$ cat config.mk
export PLATFORM = sky130hd
export DESIGN_NAME = stream_top
export DESIGN_NICKNAME = d
export VERILOG_FILES = /design/src/stream_pkg.sv /design/src/stream_addr_gen.sv /design/src/sample_ram.sv /design/src/stream_ctrl.sv /design/src/stream_framer.sv /design/src/stream_top.sv
export SDC_FILE = /design/constraint.sdc
export NUM_CORES = 1
export LEC_CHECK = 0
export BUFFER_PORTS_ARGS = -buffer_cell sky130_fd_sc_hd__buf_2
export CAP_MARGIN = 20
export CELL_PAD_IN_SITES_DETAIL_PLACEMENT = 1
export CELL_PAD_IN_SITES_GLOBAL_PLACEMENT = 2
export CORE_ASPECT_RATIO = 0.8
export CORE_UTILIZATION = 43
export CTS_BUF_LIST = sky130_fd_sc_hd__clkbuf_4 sky130_fd_sc_hd__clkbuf_8
export DETAILED_ROUTE_END_ITERATION = 6
export GPL_TIMING_DRIVEN = 0
export PLACE_DENSITY = 0.77
export SKIP_CTS_REPAIR_TIMING = 1
export SLEW_MARGIN = 20
export SYNTH_ARGS = -nofsm -noshare
export SYNTH_HDL_FRONTEND = slang
export SYNTH_SLANG_ARGS = --single-unit
export TNS_END_PERCENT = 5
$ cat constraint.sdc
create_clock -name clk_i -period 2.42 [get_ports clk_i]
set_clock_uncertainty 0.05 [all_clocks]
set_input_delay 0.242 -clock clk_i [delete_from_list [all_inputs] [get_ports clk_i]]
set_output_delay 0.242 -clock clk_i [all_outputs]
set_load 0.03 [all_outputs]
$ cat src/stream_pkg.sv
package stream_pkg;

   //----------------------------------------------------------------------
   // Sizes
   //----------------------------------------------------------------------
   localparam int DATA_W  = 8;              // Sample width
   localparam int ADDR_W  = 4;              // Buffer address width
   localparam int DEPTH   = 1 << ADDR_W;    // Words in the buffer
   localparam int CREDITS = 4;              // Receiver credits after reset
   localparam int CNT_W   = 3;              // Credit counter, holds CREDITS
   localparam int PASS_W  = 8;              // Pass counter, wraps
   localparam int OP_W    = 3;              // Opcode field

   // Highest address, wrap point of both pointers
   localparam logic [ADDR_W-1:0] LAST_ADDR = ADDR_W'(DEPTH - 1);

   //----------------------------------------------------------------------
   // Command opcodes
   //----------------------------------------------------------------------
   typedef enum logic [OP_W-1:0] {
      OP_NOP   = 3'd0,  // No effect
      OP_ONCE  = 3'd1,  // One pass, ends at DEPTH-1
      OP_LOOP  = 3'd2,  // Passes until halted
      OP_HALT  = 3'd3,  // Stop issuing, in-flight words still delivered
      OP_CLEAR = 3'd4   // Write pointer back to 0
   } stream_op_e;

   //----------------------------------------------------------------------
   // Controller states
   //----------------------------------------------------------------------
   typedef enum logic [1:0] {
      ST_IDLE = 2'd0,   // Writes accepted, no reads
      ST_ONCE = 2'd1,   // Single pass in progress
      ST_LOOP = 2'd2    // Continuous streaming
   } stream_state_e;

   // Output word, data plus framing
   typedef struct packed {
      logic [DATA_W-1:0] data;  // Sample
      logic              last;  // Final word of a pass
      logic [PASS_W-1:0] pass;  // Completed passes so far
   } stream_word_t;

endpackage

$ cat src/stream_addr_gen.sv
module stream_addr_gen (
   input  logic                          clk_i,
   input  logic                          rst_i,
   input  logic                          inc_i,     // Advance by one
   input  logic                          clear_i,   // Back to 0, beats inc_i
   output logic [stream_pkg::ADDR_W-1:0] addr_o,
   output logic                          at_end_o   // Sitting on DEPTH-1
);
   import stream_pkg::*;

   logic [ADDR_W-1:0] addr_q;
   logic [ADDR_W-1:0] addr_next;
   logic              wrap;

   //----------------------------------------------------------------------
   // Next address
   //----------------------------------------------------------------------
   // End of buffer, next step goes to 0
   assign wrap = (addr_q == LAST_ADDR);

   always_comb begin
      if (wrap) begin
         addr_next = '0;                       // Wrap to start
      end else begin
         addr_next = addr_q + 1'b1;            // Plain step
      end
   end

   //----------------------------------------------------------------------
   // Address register
   //----------------------------------------------------------------------
   always_ff @(posedge clk_i) begin
      if (rst_i) begin
         addr_q <= '0;
      end else if (clear_i) begin
         // Clear overrides any increment in the same cycle
         addr_q <= '0;
      end else if (inc_i) begin
         addr_q <= addr_next;
      end
   end

   // Outputs
   assign addr_o   = addr_q;
   assign at_end_o = wrap;   // Same compare as the wrap

   // The flag is combinational from the register, so a caller sees it in
   // the same cycle it issues the address at DEPTH-1. That lets the
   // controller tag the issue as last without an extra cycle of latency.
   // Both pointers of the design use this block, the write pointer
   // through clear_i and the read pointer through inc_i only.

endmodule

$ cat src/sample_ram.sv
module sample_ram (
   input  logic                          clk_i,
   // Write port
   input  logic                          we_i,
   input  logic [stream_pkg::ADDR_W-1:0] waddr_i,
   input  logic [stream_pkg::DATA_W-1:0] wdata_i,
   // Read port, one cycle latency
   input  logic                          re_i,
   input  logic [stream_pkg::ADDR_W-1:0] raddr_i,
   output logic [stream_pkg::DATA_W-1:0] rdata_o
);
   import stream_pkg::*;

   logic [DATA_W-1:0] mem [DEPTH];   // Sample storage
   logic [DATA_W-1:0] rdata_q;       // Read register

   //----------------------------------------------------------------------
   // Write port
   //----------------------------------------------------------------------
   always_ff @(posedge clk_i) begin
      if (we_i) begin
         mem[waddr_i] <= wdata_i;
      end
   end

   //----------------------------------------------------------------------
   // Registered read
   //----------------------------------------------------------------------
   always_ff @(posedge clk_i) begin
      if (re_i) begin
         rdata_q <= mem[raddr_i];    // Holds between reads
      end
   end

   assign rdata_o = rdata_q;

   // Writes only happen while idle and reads only while streaming, so
   // the two ports never touch the same word in the same cycle and the
   // read-during-write behaviour of the target memory does not matter.

endmodule

$ cat src/stream_ctrl.sv
module stream_ctrl (
   input  logic                   clk_i,
   input  logic                   rst_i,
   // Host side
   input  logic                   wr_valid_i,    // Write strobe
   input  logic                   cmd_valid_i,   // Command strobe
   input  stream_pkg::stream_op_e cmd_op_i,
   // Receiver side
   input  logic                   credit_i,      // One credit back
   // Read pointer status
   input  logic                   rd_at_end_i,
   // Write pointer and RAM write
   output logic                   wr_we_o,
   output logic                   wr_inc_o,
   output logic                   wr_clear_o,
   // Read issue
   output logic                   issue_o,       // RAM read enable and pointer step
   output logic                   issue_last_o   // Issue hits DEPTH-1
);
   import stream_pkg::*;

   stream_state_e    state_q;
   stream_state_e    state_d;
   logic [CNT_W-1:0] credit_q;      // Credits still held
   logic             streaming;
   logic             have_credit;
   logic             wr_ok;
   logic             cmd_once;
   logic             cmd_loop;
   logic             cmd_halt;
   logic             cmd_clear;

   //----------------------------------------------------------------------
   // Command decode
   //----------------------------------------------------------------------
   assign cmd_once  = cmd_valid_i && (cmd_op_i == OP_ONCE);
   assign cmd_loop  = cmd_valid_i && (cmd_op_i == OP_LOOP);
   assign cmd_halt  = cmd_valid_i && (cmd_op_i == OP_HALT);
   assign cmd_clear = cmd_valid_i && (cmd_op_i == OP_CLEAR);
   // OP_NOP falls through every compare

   //----------------------------------------------------------------------
   // Write gating
   //----------------------------------------------------------------------
   // Writes only land while idle, dropped otherwise
   assign wr_ok      = wr_valid_i && (state_q == ST_IDLE);
   assign wr_we_o    = wr_ok;
   assign wr_inc_o   = wr_ok;       // Pointer steps on the same edge
   assign wr_clear_o = cmd_clear;

   //----------------------------------------------------------------------
   // Read issue
   //----------------------------------------------------------------------
   assign streaming    = (state_q != ST_IDLE);
   assign have_credit  = (credit_q != '0);
   assign issue_o      = streaming && have_credit;   // No stall after issue
   assign issue_last_o = issue_o && rd_at_end_i;     // Closes the pass

   //----------------------------------------------------------------------
   // State machine
   //----------------------------------------------------------------------
   always_comb begin
      state_d = state_q;

      // Single pass ends on the issue of DEPTH-1
      if ((state_q == ST_ONCE) && issue_last_o) begin
         state_d = ST_IDLE;
      end

      // Commands win over the end of pass
      if (cmd_halt) begin
         state_d = ST_IDLE;          // Read pointer keeps position
      end else if (cmd_once) begin
         state_d = ST_ONCE;
      end else if (cmd_loop) begin
         state_d = ST_LOOP;
      end
   end

   always_ff @(posedge clk_i) begin
      if (rst_i) begin
         state_q <= ST_IDLE;
      end else begin
         state_q <= state_d;
      end
   end

   //----------------------------------------------------------------------
   // Credit counter
   //----------------------------------------------------------------------
   // Issue costs one, return gives one, both together cancel
   always_ff @(posedge clk_i) begin
      if (rst_i) begin
         credit_q <= CNT_W'(CREDITS);   // Receiver window
      end else if (issue_o && !credit_i) begin
         credit_q <= credit_q - 1'b1;
      end else if (credit_i && !issue_o) begin
         credit_q <= credit_q + 1'b1;
      end
   end

   // The receiver never hands back more than it was sent, so the counter
   // stays within 0..CREDITS and at most CREDITS words are unacknowledged.
   // Once a read issues, the RAM and the framer carry it to the output
   // in two cycles without any further handshake.

endmodule

$ cat src/stream_framer.sv
module stream_framer (
   input  logic                          clk_i,
   input  logic                          rst_i,
   input  logic                          issue_i,        // Read issued this cycle
   input  logic                          issue_last_i,   // Issue closes a pass
   input  logic [stream_pkg::DATA_W-1:0] rd_data_i,      // RAM data, one cycle late
   output logic                          out_valid_o,
   output stream_pkg::stream_word_t      out_word_o
);
   import stream_pkg::*;

   logic              valid_q;     // Issue, aligned with RAM data
   logic              last_q;      // Last flag, aligned with RAM data
   logic [PASS_W-1:0] pass_q;      // Passes completed so far
   logic              out_valid_q;
   stream_word_t      word_q;

   //----------------------------------------------------------------------
   // Stage 1, match the RAM read latency
   //----------------------------------------------------------------------
   always_ff @(posedge clk_i) begin
      if (rst_i) begin
         valid_q <= 1'b0;
         last_q  <= 1'b0;
      end else begin
         valid_q <= issue_i;
         last_q  <= issue_i && issue_last_i;
      end
   end

   //----------------------------------------------------------------------
   // Stage 2, output register
   //----------------------------------------------------------------------
   always_ff @(posedge clk_i) begin
      if (rst_i) begin
         out_valid_q <= 1'b0;
      end else begin
         out_valid_q <= valid_q;
      end
   end

   // Payload only, loaded with each word
   always_ff @(posedge clk_i) begin
      if (valid_q) begin
         word_q.data <= rd_data_i;
         word_q.last <= last_q;
         word_q.pass <= pass_q;     // Count before this word's last
      end
   end

   //----------------------------------------------------------------------
   // Pass counter
   //----------------------------------------------------------------------
   always_ff @(posedge clk_i) begin
      if (rst_i) begin
         pass_q <= '0;
      end else if (valid_q && last_q) begin
         pass_q <= pass_q + 1'b1;   // Wraps at 2**PASS_W
      end
   end

   assign out_valid_o = out_valid_q;
   assign out_word_o  = word_q;

endmodule

$ cat src/stream_top.sv
module stream_top (
   input  logic                          clk_i,
   input  logic                          rst_i,
   // Host write port, no back-pressure
   input  logic                          wr_valid_i,
   input  logic [stream_pkg::DATA_W-1:0] wr_data_i,
   // Host command port
   input  logic                          cmd_valid_i,
   input  stream_pkg::stream_op_e        cmd_op_i,
   // Output stream, credit flow control
   input  logic                          credit_i,
   output logic                          out_valid_o,
   output stream_pkg::stream_word_t      out_word_o
);
   import stream_pkg::*;

   logic              wr_we;
   logic              wr_inc;
   logic              wr_clear;
   logic [ADDR_W-1:0] wr_addr;
   logic              issue;
   logic              issue_last;
   logic [ADDR_W-1:0] rd_addr;
   logic              rd_at_end;
   logic [DATA_W-1:0] rd_data;

   //----------------------------------------------------------------------
   // Control
   //----------------------------------------------------------------------
   stream_ctrl ctrl_i (
      .clk_i        (clk_i),
      .rst_i        (rst_i),
      .wr_valid_i   (wr_valid_i),
      .cmd_valid_i  (cmd_valid_i),
      .cmd_op_i     (cmd_op_i),
      .credit_i     (credit_i),
      .rd_at_end_i  (rd_at_end),
      .wr_we_o      (wr_we),
      .wr_inc_o     (wr_inc),
      .wr_clear_o   (wr_clear),
      .issue_o      (issue),
      .issue_last_o (issue_last)
   );

   //----------------------------------------------------------------------
   // Datapath
   //----------------------------------------------------------------------
   stream_addr_gen wr_addr_i (      // Write pointer, end flag not needed
      .clk_i    (clk_i),
      .rst_i    (rst_i),
      .inc_i    (wr_inc),
      .clear_i  (wr_clear),
      .addr_o   (wr_addr),
      .at_end_o ()
   );

   stream_addr_gen rd_addr_i (      // Read pointer, never cleared
      .clk_i    (clk_i),
      .rst_i    (rst_i),
      .inc_i    (issue),
      .clear_i  (1'b0),
      .addr_o   (rd_addr),
      .at_end_o (rd_at_end)
   );

   sample_ram ram_i (
      .clk_i   (clk_i),
      .we_i    (wr_we),
      .waddr_i (wr_addr),
      .wdata_i (wr_data_i),
      .re_i    (issue),
      .raddr_i (rd_addr),
      .rdata_o (rd_data)
   );

   stream_framer framer_i (
      .clk_i        (clk_i),
      .rst_i        (rst_i),
      .issue_i      (issue),
      .issue_last_i (issue_last),
      .rd_data_i    (rd_data),
      .out_valid_o  (out_valid_o),
      .out_word_o   (out_word_o)
   );

endmodule

## Word level (Yosys, flattened, before mapping)

Memories as Yosys holds them, arrays and structs flattened. A register that Yosys moved wholly into a read port is not among the register bits.
Index checks and enable logic that the tools add are counted.

| storage, ports and cells | value |
|---|---|
| bits in registers | 41 |
| memory bits (writable) | 128 |
| input bits | 16 |
| output and inout bits | 18 |
| word-level logic and storage cells | 57 |
| memories kept | 1 |

| operators by class | value |
|---|---|
| add/subtract/negate cells | 5 |
| eq/ne operators | 7 |
| muxes and demuxes | 9 |
| reduce and logical (&&, ||, !) cells | 23 |

Memories:

| memory | depth | bits a word | rd ports | clocked after Yosys merged registers in | wr ports | line | source |
|---|---|---|---|---|---|---|---|
| ram_i.mem | 16 | 8 | 1 | 1 | 1 | sample_ram.sv:14 | `logic [DATA_W-1:0] mem [DEPTH];` |

Operators with widths:

| operator | count |
|---|---|
| logical AND 1 bit | 12 |
| adder 4 x 1 -> 4 bit (second input constant) | 2 |
| adder 8 x 1 -> 8 bit (second input constant) | 1 |
| == test 4 bit (second input constant) | 2 |
| 2-to-1 mux 4 bit | 2 |
| == test 3 x 2 -> 1 bit (second input constant) | 2 |
| 2-to-1 mux 3 bit | 2 |
| nonzero test 2 bit | 3 |
| nonzero test 3 bit | 2 |
| 2-to-1 mux 2 bit | 2 |
| OR reduction 2 bit | 2 |
| adder 3 x 1 -> 3 bit (second input constant) | 1 |
| == test 3 x 1 -> 1 bit (second input constant) | 1 |
| == test 3 bit (second input constant) | 1 |
| 2-to-1 mux 1 bit | 3 |
| OR reduction 3 bit | 1 |
| subtractor 3 x 1 -> 3 bit (second input constant) | 1 |
| == test 2 x 1 -> 1 bit (second input constant) | 1 |
| logical NOT 1 bit | 2 |
| logical NOT 2 bit | 1 |

## Depth between registers and ports, before layout

Gate-level depths: netlist of run 1.

| logic depth | value |
|---|---|
| depth in word-level cells | 7 |
| gate-level depth with buffers | 8 |
| gate-level depth less buffers | 8 |

## Modules after synthesis

From an unflattened synthesis of run 1, not the netlist that was laid out.

| unflattened totals | value |
|---|---|
| cell total of the unflattened synthesis | 369 |
| area, all modules | 6837.8 µm² |

By module, submodules not included:

| module | times used | cells an instance | area each (µm²) | seq. area each (µm²) |
|---|---|---|---|---|
| sample_ram | 1 | 229 | 5227.5 | 4083.9 |
| stream_framer | 1 | 63 | 935.9 | 730.7 |
| stream_addr_gen | 2 | 20 | 191.4 | 80.1 |
| stream_ctrl | 1 | 36 | 287.8 | 100.1 |
| stream_top | 1 | 1 | 3.8 | 0.0 |

## Worst setup path after synthesis of run 1

No wires, ideal clock.

| timing | value |
|---|---|
| kind | reg-to-reg |
| from | register ctrl_i.state_q[1] |
| to | register ctrl_i.credit_q[2] |
| setup time | 132 ps |
| arrival time | 2144 ps |
| required time | 2238 ps |
| path slack | 94 ps |
| cell stages (with the launch flop) | 9 |
| path buffers | 0 |
| clock period less this slack | 2326 ps |
| cells stage by stage | dfxtp_1 -> o32ai_4 -> inv_1 -> ha_1 -> inv_1 -> fa_1 -> xor2_1 -> o21ai_0 -> or3b_2 |

| on the way | value |
|---|---|
| cells in the longest elaborated chain, start to end | 5 |
| elaborated cells between the ends (all ways) | 7 |
| classes of those cells | 1 x mux; 6 x reduce/logical |

RTL lines:

| item | line | source |
|---|---|---|
| from (decl) | stream_ctrl.sv:22 | `stream_state_e state_q;` |
| from (signal assigned) | stream_ctrl.sv:84 | `state_q <= state_d;` |
| nonzero test 2 bit (*) | stream_ctrl.sv:54 | `assign streaming = (state_q != ST_IDLE);` |
| logical AND 1 bit (*) | stream_ctrl.sv:56 | `assign issue_o = streaming && have_credit;` |
| via ctrl_i.issue_o | stream_ctrl.sv:17 | `output logic issue_o,` |
| logical NOT 1 bit | stream_ctrl.sv:97 | `end else if (credit_i && !issue_o) begin` |
| logical AND 1 bit | stream_ctrl.sv:97 |  |
| nonzero test 2 bit (no line) | -- |  |
| to (signal assigned) | stream_ctrl.sv:94 | `credit_q <= CNT_W'(CREDITS);` |
| to (signal assigned) | stream_ctrl.sv:96 | `credit_q <= credit_q - 1'b1;` |
| to (signal assigned) | stream_ctrl.sv:98 | `credit_q <= credit_q + 1'b1;` |
| to (decl) | stream_ctrl.sv:24 | `logic [CNT_W-1:0] credit_q;` |

The timed path passes the listed nets; every way through them passes the cells marked *.
A chain may end at the register's enable or synchronous reset.

## Worst setup path after layout of run 1

| timing | value |
|---|---|
| from | register ctrl_i.state_q[1] |
| to | memory ram_i.mem[3][1] (enable) |

| on the way | value |
|---|---|
| cells in the longest elaborated chain, start to end | 4 |

RTL lines:

| item | line | source |
|---|---|---|
| logical NOT 2 bit | stream_ctrl.sv:46 | `assign wr_ok = wr_valid_i && (state_q == ST_IDLE);` |
| logical AND 1 bit | stream_ctrl.sv:46 |  |
| 2-to-1 mux 1 bit | sample_ram.sv:21 | `if (we_i) begin` |
| 2-to-1 mux 1 bit (not written as such) | sample_ram.sv:22 | `mem[waddr_i] <= wdata_i;` |
| to (decl) | sample_ram.sv:14 |  |

Every way passes these cells.

==> reports/results.txt, run 1 <==
Final Slew Violations - 0
1st-iter DRT viols - 173
Row cnt - 40
Critical Path Source Type - flop
ANT cells - 0
CTS buffer count - 17
Overall Power - 5670 µW
Pwr Density - 731 mW/mm²
GRT overflow - 0
Port buffer count - 33
Violated checks - setup timing
Register area share after synthesis - 0.737
Gpl congestion - 0.740
Relative slew slack - 0.414
Routed WL - 13.6 mm
Skew-Pair Late Insertion Delay - 0.47 ns
Post-Syn Nets - 412
Post-layout net count - 466
Post-DR vias/cell - 5.32
RSZ-0062 raised after global routing - true
Area delta synth->final - 12.6%
Maximum level of the CTS H-tree - 4
Critical path class - reg2reg
Horiz. Die Dim - 144 µm
CTS Sinks - 177
Highest-delay cell along the critical path - nor3_2
# setup viols final - 7
Placed Area - 0.00734 mm²
First-pass GRT wire length - 20.9 mm
Footprint of the multi-input gates - 0.00172 mm²
Tightest Hold Check Type - in2reg
Reg clk slew, reported paths - 0.09 ns
Synth Instances - 388
Synth top cells by count - edfxtp_1 (153), nor2_1 (33), dfxtp_1 (24), mux2i_1 (24), mux4_2 (14)
Worst-Margin Slew - 0.878 ns
Top Ports - 34
Reg2Reg Depth - 3
Post-synth top area share - 0.667
Starting Density - 0.450
Yosys reg bits - 177
Most frequent cell after synthesis - edfxtp_1
Max-Cap Viols - 0
Dpl hpwl - 9.27 mm
CTS tree - done
Synth async-reset ratio - 0
Seq. cell area - 0.00507 mm²
Fillers - 1488
Die area - 0.0165 mm²
Tcrit/Tclk final - 1.00
Layout cells sized above 1 - 0.237
GRT Total Usage - 0.182
Synth Flop Type - edfxtp_1
Outcome - finished with violations
WL per Instance - 20.5 µm
Static leakage power - 0.00244 µW
Fmax - 412 MHz
Post-synth EDFFs - 153
Number of synthesis warnings - 0
Number of global-route vias before repair - 3697
Unique masters post-synth - 43
Finished Layout Cells - 665
WHS Path Cells - 3
Critical path peak fanout - 10
Worst path arrival time - 2.47 ns
Initial antenna violation count - 0
CP endpoint kind - flop
DR pass1 iterations - 4
Largest net degree at the start of global routing - 24
Peak supply drop - 0.392 mV
CORE AREA - 0.0153 mm²
Syn Area/Cell - 17.8 µm²
Worst endpoint required time - 2.46 ns
Final-report hold violation count - 0
Synth top area cells - edfxtp_1 (67%), dfxtp_1 (7.0%), mux4_2 (4.6%)
Clk root buf - clkbuf_8
# placed instances - 631
Mapped Area - 0.00689 mm²
Deepest clock path buffer count - 2
Setup ws final - -0.00950 ns
Via count - 3538
Remaining antenna violation count - 0
Final min period - 2.43 ns
Largest stage delay on the critical path - 0.68 ns
Final Cell Area - 0.00776 mm²
Area leader, netlist - edfxtp_1
Die Y - 115 µm
DRC violations left - 0
CP Cell Sequence - nor3b_2 -> nand2_1 -> nor3_2
[metrics by stage]
step | util | setup slack [ns] | TNS, ns | hold slack [ns]
2_1_floorplan | - | 0.0939 | 0 | 0.291
3_3_place_gp | 0.478 | -0.289 | -8.27 | 0.354
3_5_place_dp | 0.479 | -0.169 | -1.09 | 0.356
4_1_cts | 0.503 | -0.201 | -1.94 | -0.0636
5_1_grt | 0.507 | -0.166 | -5.38 | 0.0645
6_report | 0.507 | -0.00950 | -0.0304 | 0.0652
[kinds of logic (layout without fill, tap and decap cells)]
group / after synthesis / count (layout) / share of synthesized area
AOI/OAI and AO/OA: 45 / 45 / 0.0458
xor gates and xnor gates: 9 / 9 / 0.0114
adders and majority gates: 8 / 8 / 0.0156
buffers and inverters: 26 / 93 / 0.0200
DFF: 177 / 177 / 0.737
muxes: 48 / 48 / 0.119
and+or+nand+nor: 75 / 75 / 0.0518
[metal layers]
layer,track usage,routed length (µm),vias up
li1,-,-,1639
met1,0.236,6210,1825
met2,0.297,6590,55
met3,0.0425,582,19
met4,0.0738,221,0
met5,0,0,-
[flip-flops by register name, indices dropped and copies added (netlist names), 2 cells and up]
register             count
rd_addr_i.addr_o         4
ctrl_i.credit_q          3
framer_i.out_word_o     17
framer_i.pass_q          8
ram_i.mem              128
wr_addr_i.addr_o         4
ctrl_i.state_q           2
ram_i.rdata_o            8
[cells in the final DEF, fill, tap and decap left out, types with 5 or more instances in the layout]
cell type	instances
mux2i_1	24
clkbuf_8	17
nand3_1	6
buf_2	37
a32oi_1	8
o21ai_1	8
dfxtp_1	24
mux4_1	10
nor2_2	11
clkbuf_1	7
a22oi_1	10
nor2_1	22
ha_1	7
nand2_1	12
inv_1	9
xor2_1	5
a21oi_1	9
edfxtp_1	153
clkinvlp_4	5
mux4_2	14
[where the power goes]
| group | internal (µW) | switching (µW) |
|---|---|---|
| logic | 143 | 221 |
| registers | 3370 | 33.4 |
| clock network | 836 | 1070 |
| total | 4350 | 1320 |
[area by class of cell]
type | count | area share
well taps | 210 | 0.0339
plain buffers | 16 | 0.0129
repair buffers | 35 | 0.0235
clock buffers | 18 | 0.0311
flip-flops and latches | 177 | 0.654
multi-input cells | 185 | 0.222
inverters | 10 | 0.00532
clock inverters | 14 | 0.0169
[worst paths after layout]
| path | start | slack [ns] | end |
|---|---|---|---|
| setup / recovery | ctrl_i.state_q[1] | -0.009 | ram_i.mem[3][1] |
| hold / removal | cmd_op_i[0] | 0.07 | ctrl_i.state_q[0] |
| setup reg to reg | ctrl_i.state_q[1] | -0.009 | ram_i.mem[3][1] |
| hold reg to reg | ram_i.rdata_o[5] | 0.37 | framer_i.out_word_o[14] |
[worst max-delay path, delay by kind of cell (launching register included)]
family / cells / cell delay [ns]
DFF: 1 / 0.37
and+or+nand+nor: 3 / 1.64
No activity file was read; power rests on OpenSTA's default activity.
==> run 2, diff against run 1 <==
--- a/config.mk
+++ b/config.mk
@@ -14,7 +14,7 @@
 export CTS_BUF_LIST = sky130_fd_sc_hd__clkbuf_4 sky130_fd_sc_hd__clkbuf_8
 export DETAILED_ROUTE_END_ITERATION = 6
 export GPL_TIMING_DRIVEN = 0
-export PLACE_DENSITY = 0.77
+export PLACE_DENSITY_LB_ADDON = 0.05
 export SKIP_CTS_REPAIR_TIMING = 1
 export SLEW_MARGIN = 20
 export SYNTH_ARGS = -nofsm -noshare
==> run 2 against run 1 <==
Effect of this change:
- the flow still finishes with violations (setup timing)
- via count down 3.0%
- sequential cell count unchanged
- clock-buffer cell count decreased by 1
- critical path type unchanged
==> reports/results.txt, run 2 (synthesized netlist as in run 1, its figures left out) <==
WL per Instance - 21.0 µm
Static leakage power - 0.00243 µW
Dpl hpwl - 9.34 mm
Largest register FFs - 128
Tcrit/Tclk final - 1.02
CP Cell Sequence - nor3b_2 -> nand2_1 -> nor2_1
CTS Sinks - 177
Layout cells sized above 1 - 0.235
Final Cell Area - 0.00777 mm²
Horiz. Die Dim - 144 µm
DRC violations left - 0
Crit path max-delay family - simple AND/OR/NAND/NOR gates
Top Ports - 34
Largest stage delay on the critical path - 0.72 ns
# setup viols final - 16
Die area - 0.0165 mm²
Maximum level of the CTS H-tree - 4
Worst-Margin Slew - 0.909 ns
DR pass1 iterations - 4
CP endpoint kind - flop
Initial antenna violation count - 0
Die Y - 115 µm
Post-DR vias/cell - 5.16
Commonest cells after routing, fill and taps aside - edfxtp_1 (153), buf_2 (37), mux2i_1 (24), dfxtp_1 (24), nor2_1 (23)
Routed WL - 14.0 mm
Final min period - 2.46 ns
Final-report hold violation count - 0
Crit path buffers/inverters - 0
First-pass GRT wire length - 21.0 mm
CORE AREA - 0.0153 mm²
Peak supply drop - 0.424 mV
Fmax - 406 MHz
Max-Cap Viols - 0
Via count - 3432
Pwr Density - 734 mW/mm²
Final Slew Violations - 0
Gpl congestion - 0.733
GRT overflow - 0
Skew-Pair Late Insertion Delay - 0.46 ns
Port buffer count - 33
GRT Total Usage - 0.185
Worst path arrival time - 2.51 ns
Largest net degree at the start of global routing - 24
Placed Area - 0.00734 mm²
Worst endpoint required time - 2.46 ns
Row cnt - 40
Critical path class - reg2reg
ANT cells - 0
CTS tree - done
Clk root buf - clkbuf_8
Starting Density - 0.450
Commonest non-fill, non-tap cell in the layout - edfxtp_1
1st-iter DRT viols - 198
Violated checks - setup timing
Remaining antenna violation count - 0
Relative slew slack - 0.393
Area delta synth->final - 12.8%
Deepest clock path buffer count - 2
Highest-delay cell along the critical path - nor2_1
CTS buffer count - 17
Setup ws final - -0.0426 ns
RSZ-0062 raised after global routing - true
Post-layout net count - 466
Fillers - 1486
Outcome - finished with violations
Reg clk slew, reported paths - 0.10 ns
Setup TNS - -0.482 ns
Number of global-route vias before repair - 3496
Tightest Hold Check Type - in2reg
Biggest register - ram_i.mem
Critical Path Source Type - flop
Critical path peak fanout - 10
run 2: changes by cell type in the layout (fill, tap and decap cells not counted), moves of 2 or more:
cell / change
nor3_2: -2
clkinv_2: -2
clkinvlp_4: -2
nor3_4: +2
inv_8: +2
inv_6: +3
run 2: worst paths after layout:
path	start	to	slack (ns)	cells past startpoint
worst max-delay path	ctrl_i.state_q[1]	ram_i.mem[15][7]	-0.04	3
worst min-delay path	cmd_op_i[0]	ctrl_i.state_q[0]	0.04	3
worst max register to register	ctrl_i.state_q[1]	ram_i.mem[15][7]	-0.04	3
worst min register to register	ram_i.rdata_o[4]	framer_i.out_word_o[13]	0.38	0
run 2: final cells by class:
cell class	count	area [µm²]	share of cell area
plain buffers	16	100	0.0129
clock buffers	17	234	0.0301
clock inverters	15	141	0.0182
inverters	10	41.3	0.00531
multi-input cells	185	1730	0.223
flip-flops and latches	177	5070	0.653
well taps	210	263	0.0338
repair buffers	35	183	0.0235
run 2: worst reg2reg max path, cell delays in order (launching register included):
cell and delay, ns:
dfxtp_1 0.37, nor3b_2 0.58, nand2_1 0.37, nor2_1 0.72
run 2: layer usage:
layer | wire length (µm) | global-route usage | share of wire
met3 | 520 | 0.0475 | 0.037
met1 | 6720 | 0.251 | 0.48
met2 | 6610 | 0.296 | 0.47
met5 | 0 | 0 | 0
met4 | 140 | 0.0532 | 0.010
run 2: per-stage QoR:
stage | setup WS, ns | hold slack, ns | cells | util | power (µW)
final | -0.0426 | 0.0399 | 665 | 0.507 | 5710
after global routing | -0.177 | 0.0203 | 665 | 0.507 | 5890
after CTS | -0.225 | -0.0611 | 663 | 0.504 | 5760
after detailed placement | -0.176 | 0.356 | 631 | 0.479 | 3850
after global placement | -0.352 | 0.354 | 631 | 0.478 | 3840
after floorplan | 0.0939 | 0.291 | 388 | - | 3700
run 2: power by group:
part	total (µW)	internal, µW	switching, µW
clock	1930	758	1170
combinational	372	144	228
sequential	3410	3370	33.5
==> run 3, diff against run 2 <==
--- a/config.mk
+++ b/config.mk
@@ -15,7 +15,6 @@
 export DETAILED_ROUTE_END_ITERATION = 6
 export GPL_TIMING_DRIVEN = 0
 export PLACE_DENSITY_LB_ADDON = 0.05
-export SKIP_CTS_REPAIR_TIMING = 1
 export SLEW_MARGIN = 20
 export SYNTH_ARGS = -nofsm -noshare
 export SYNTH_HDL_FRONTEND = slang
==> run 3 against run 2 <==
Effect of this change:
- the run now ends clean
- hold slack about the same
- die area unchanged
- largest power group unchanged
- fmax increased by 4.5%
- sequential cell count unchanged
- first-iteration DRC count decreased by 19%
- non-clock buffer count unchanged
==> reports/results.txt, run 3 (synthesized netlist as in run 1, its figures left out) <==
1st-iter DRT viols - 160
Dpl hpwl - 9.34 mm
Die area - 0.0165 mm²
GRT Total Usage - 0.185
Static leakage power - 0.00242 µW
Worst path arrival time - 2.65 ns
Worst endpoint required time - 2.71 ns
Outcome - finished, final reports clean
Initial antenna violation count - 0
Pwr Density - 733 mW/mm²
Worst-Margin Slew - 0.911 ns
# placed instances - 631
Tcrit/Tclk final - 0.974
Critical path class - reg2reg
CORE AREA - 0.0153 mm²
Number of global-route vias before repair - 3513
Starting Density - 0.450
Commonest non-fill, non-tap cell in the layout - edfxtp_1
First-pass GRT wire length - 21.1 mm
Horiz. Die Dim - 144 µm
Deepest clock path buffer count - 2
Worst Hold Launch - cmd_op_i[0]
Gpl congestion - 0.733
Worst setup path startpoint - ctrl_i.credit_q[2]
Final min period - 2.36 ns
CTS buffer count - 17
Post-DR vias/cell - 5.14
# setup viols final - 0
WL per Instance - 21.0 µm
Relative slew slack - 0.392
DRC violations left - 0
Layout cells sized above 1 - 0.240
Via count - 3419
Area delta synth->final - 13.1%
CP endpoint kind - flop
Peak supply drop - 0.424 mV
Clk root buf - clkbuf_8
Biggest register - ram_i.mem
Largest register FFs - 128
CTS tree - done
Worst R2R Setup Slack - 0.06 ns
RSZ-0062 raised after global routing - true
FF-to-FF Start - ctrl_i.credit_q[2]
Hold_ws - 0.0403 ns
Skew-Pair Late Insertion Delay - 0.46 ns
Largest net degree at the start of global routing - 24
Top Ports - 34
Max-Cap Viols - 0
CTS Sinks - 177
Critical Path Source Type - flop
Commonest cells after routing, fill and taps aside - edfxtp_1 (153), buf_2 (37), mux2i_1 (24), dfxtp_1 (24), nor2_1 (21)
Reg clk slew, reported paths - 0.09 ns
Routed WL - 14.0 mm
Final-report hold violation count - 0
Critical path peak fanout - 8
Finished Layout Cells - 665
Setup TNS - 0 ns
Overall Power - 5710 µW
Port buffer count - 33
Maximum level of the CTS H-tree - 4
GRT overflow - 0
Fmax - 424 MHz
Fillers - 1485
ANT cells - 0
Die Y - 115 µm
Post-layout net count - 466
DR pass1 iterations - 4
Remaining antenna violation count - 0
Tightest Hold Check Type - in2reg
Row cnt - 40
Final Slew Violations - 0
==> run 3: cell counts in the layout (fill, tap and decap cells not counted) <==
No cell type changed its count.
==> run 3: area by class of cell <==
cell class | instances | area, µm² | share of cell area
flip-flops and latches | 177 | 5070 | 0.652
multi-input cells | 185 | 1750 | 0.225
well taps | 210 | 263 | 0.0337
clock buffers | 17 | 234 | 0.0300
repair buffers | 35 | 183 | 0.0235
clock inverters | 15 | 141 | 0.0182
plain buffers | 16 | 100 | 0.0129
inverters | 10 | 41.3 | 0.00530
==> run 3: what timing repair did <==
item                       in CTS  in global routing
gates resized for setup         4                 13
buffers inserted                1                  0
pin swaps                       0                  0
setup endpoints to repair      35                105
hold buffers                    1                  0
cloned                          0                  0
hold endpoints to repair        1                  0
==> run 3: metal layers <==
| metal | wire, µm | global-route usage |
|---|---|---|
| met5 | 0 | 0 |
| met4 | 140 | 0.0532 |
| met3 | 454 | 0.0475 |
| met2 | 6610 | 0.296 |
| met1 | 6750 | 0.252 |
==> run 3: worst max-delay path, cell delays in order (launching register included) <==
cell	delay (ns)
dfxtp_1	0.35
o32ai_4	0.49
clkinvlp_4	0.19
ha_1	0.23
inv_1	0.07
fa_1	0.17
xor2_1	0.19
nor3_1	0.07
or3b_2	0.43
==> run 3: path summary, 6_finish.rpt <==
kind                             endpoint  depth (start not counted)
setup / recovery       ctrl_i.credit_q[2]                          8
hold reg to reg   framer_i.out_word_o[13]                          0
setup reg to reg       ctrl_i.credit_q[2]                          8
hold / removal          ctrl_i.state_q[0]                          3
==> run 3: stage by stage <==
| stage | area (µm²) | setup slack (ns) | util |
|---|---|---|---|
| after floorplan | 6890 | 0.0939 | - |
| after global placement | 7320 | -0.352 | 0.478 |
| after detailed placement | 7340 | -0.176 | 0.479 |
| after CTS | 7740 | -0.0209 | 0.505 |
| after global routing | 7790 | -0.183 | 0.509 |
| final | 7790 | 0.0630 | 0.509 |
==> run 3: power by group <==
group          total (µW)  switching, µW  internal, µW
clock                1930           1170           759
combinational         373            228           144
sequential           3410           33.4          3370
total                5710           1430          4280
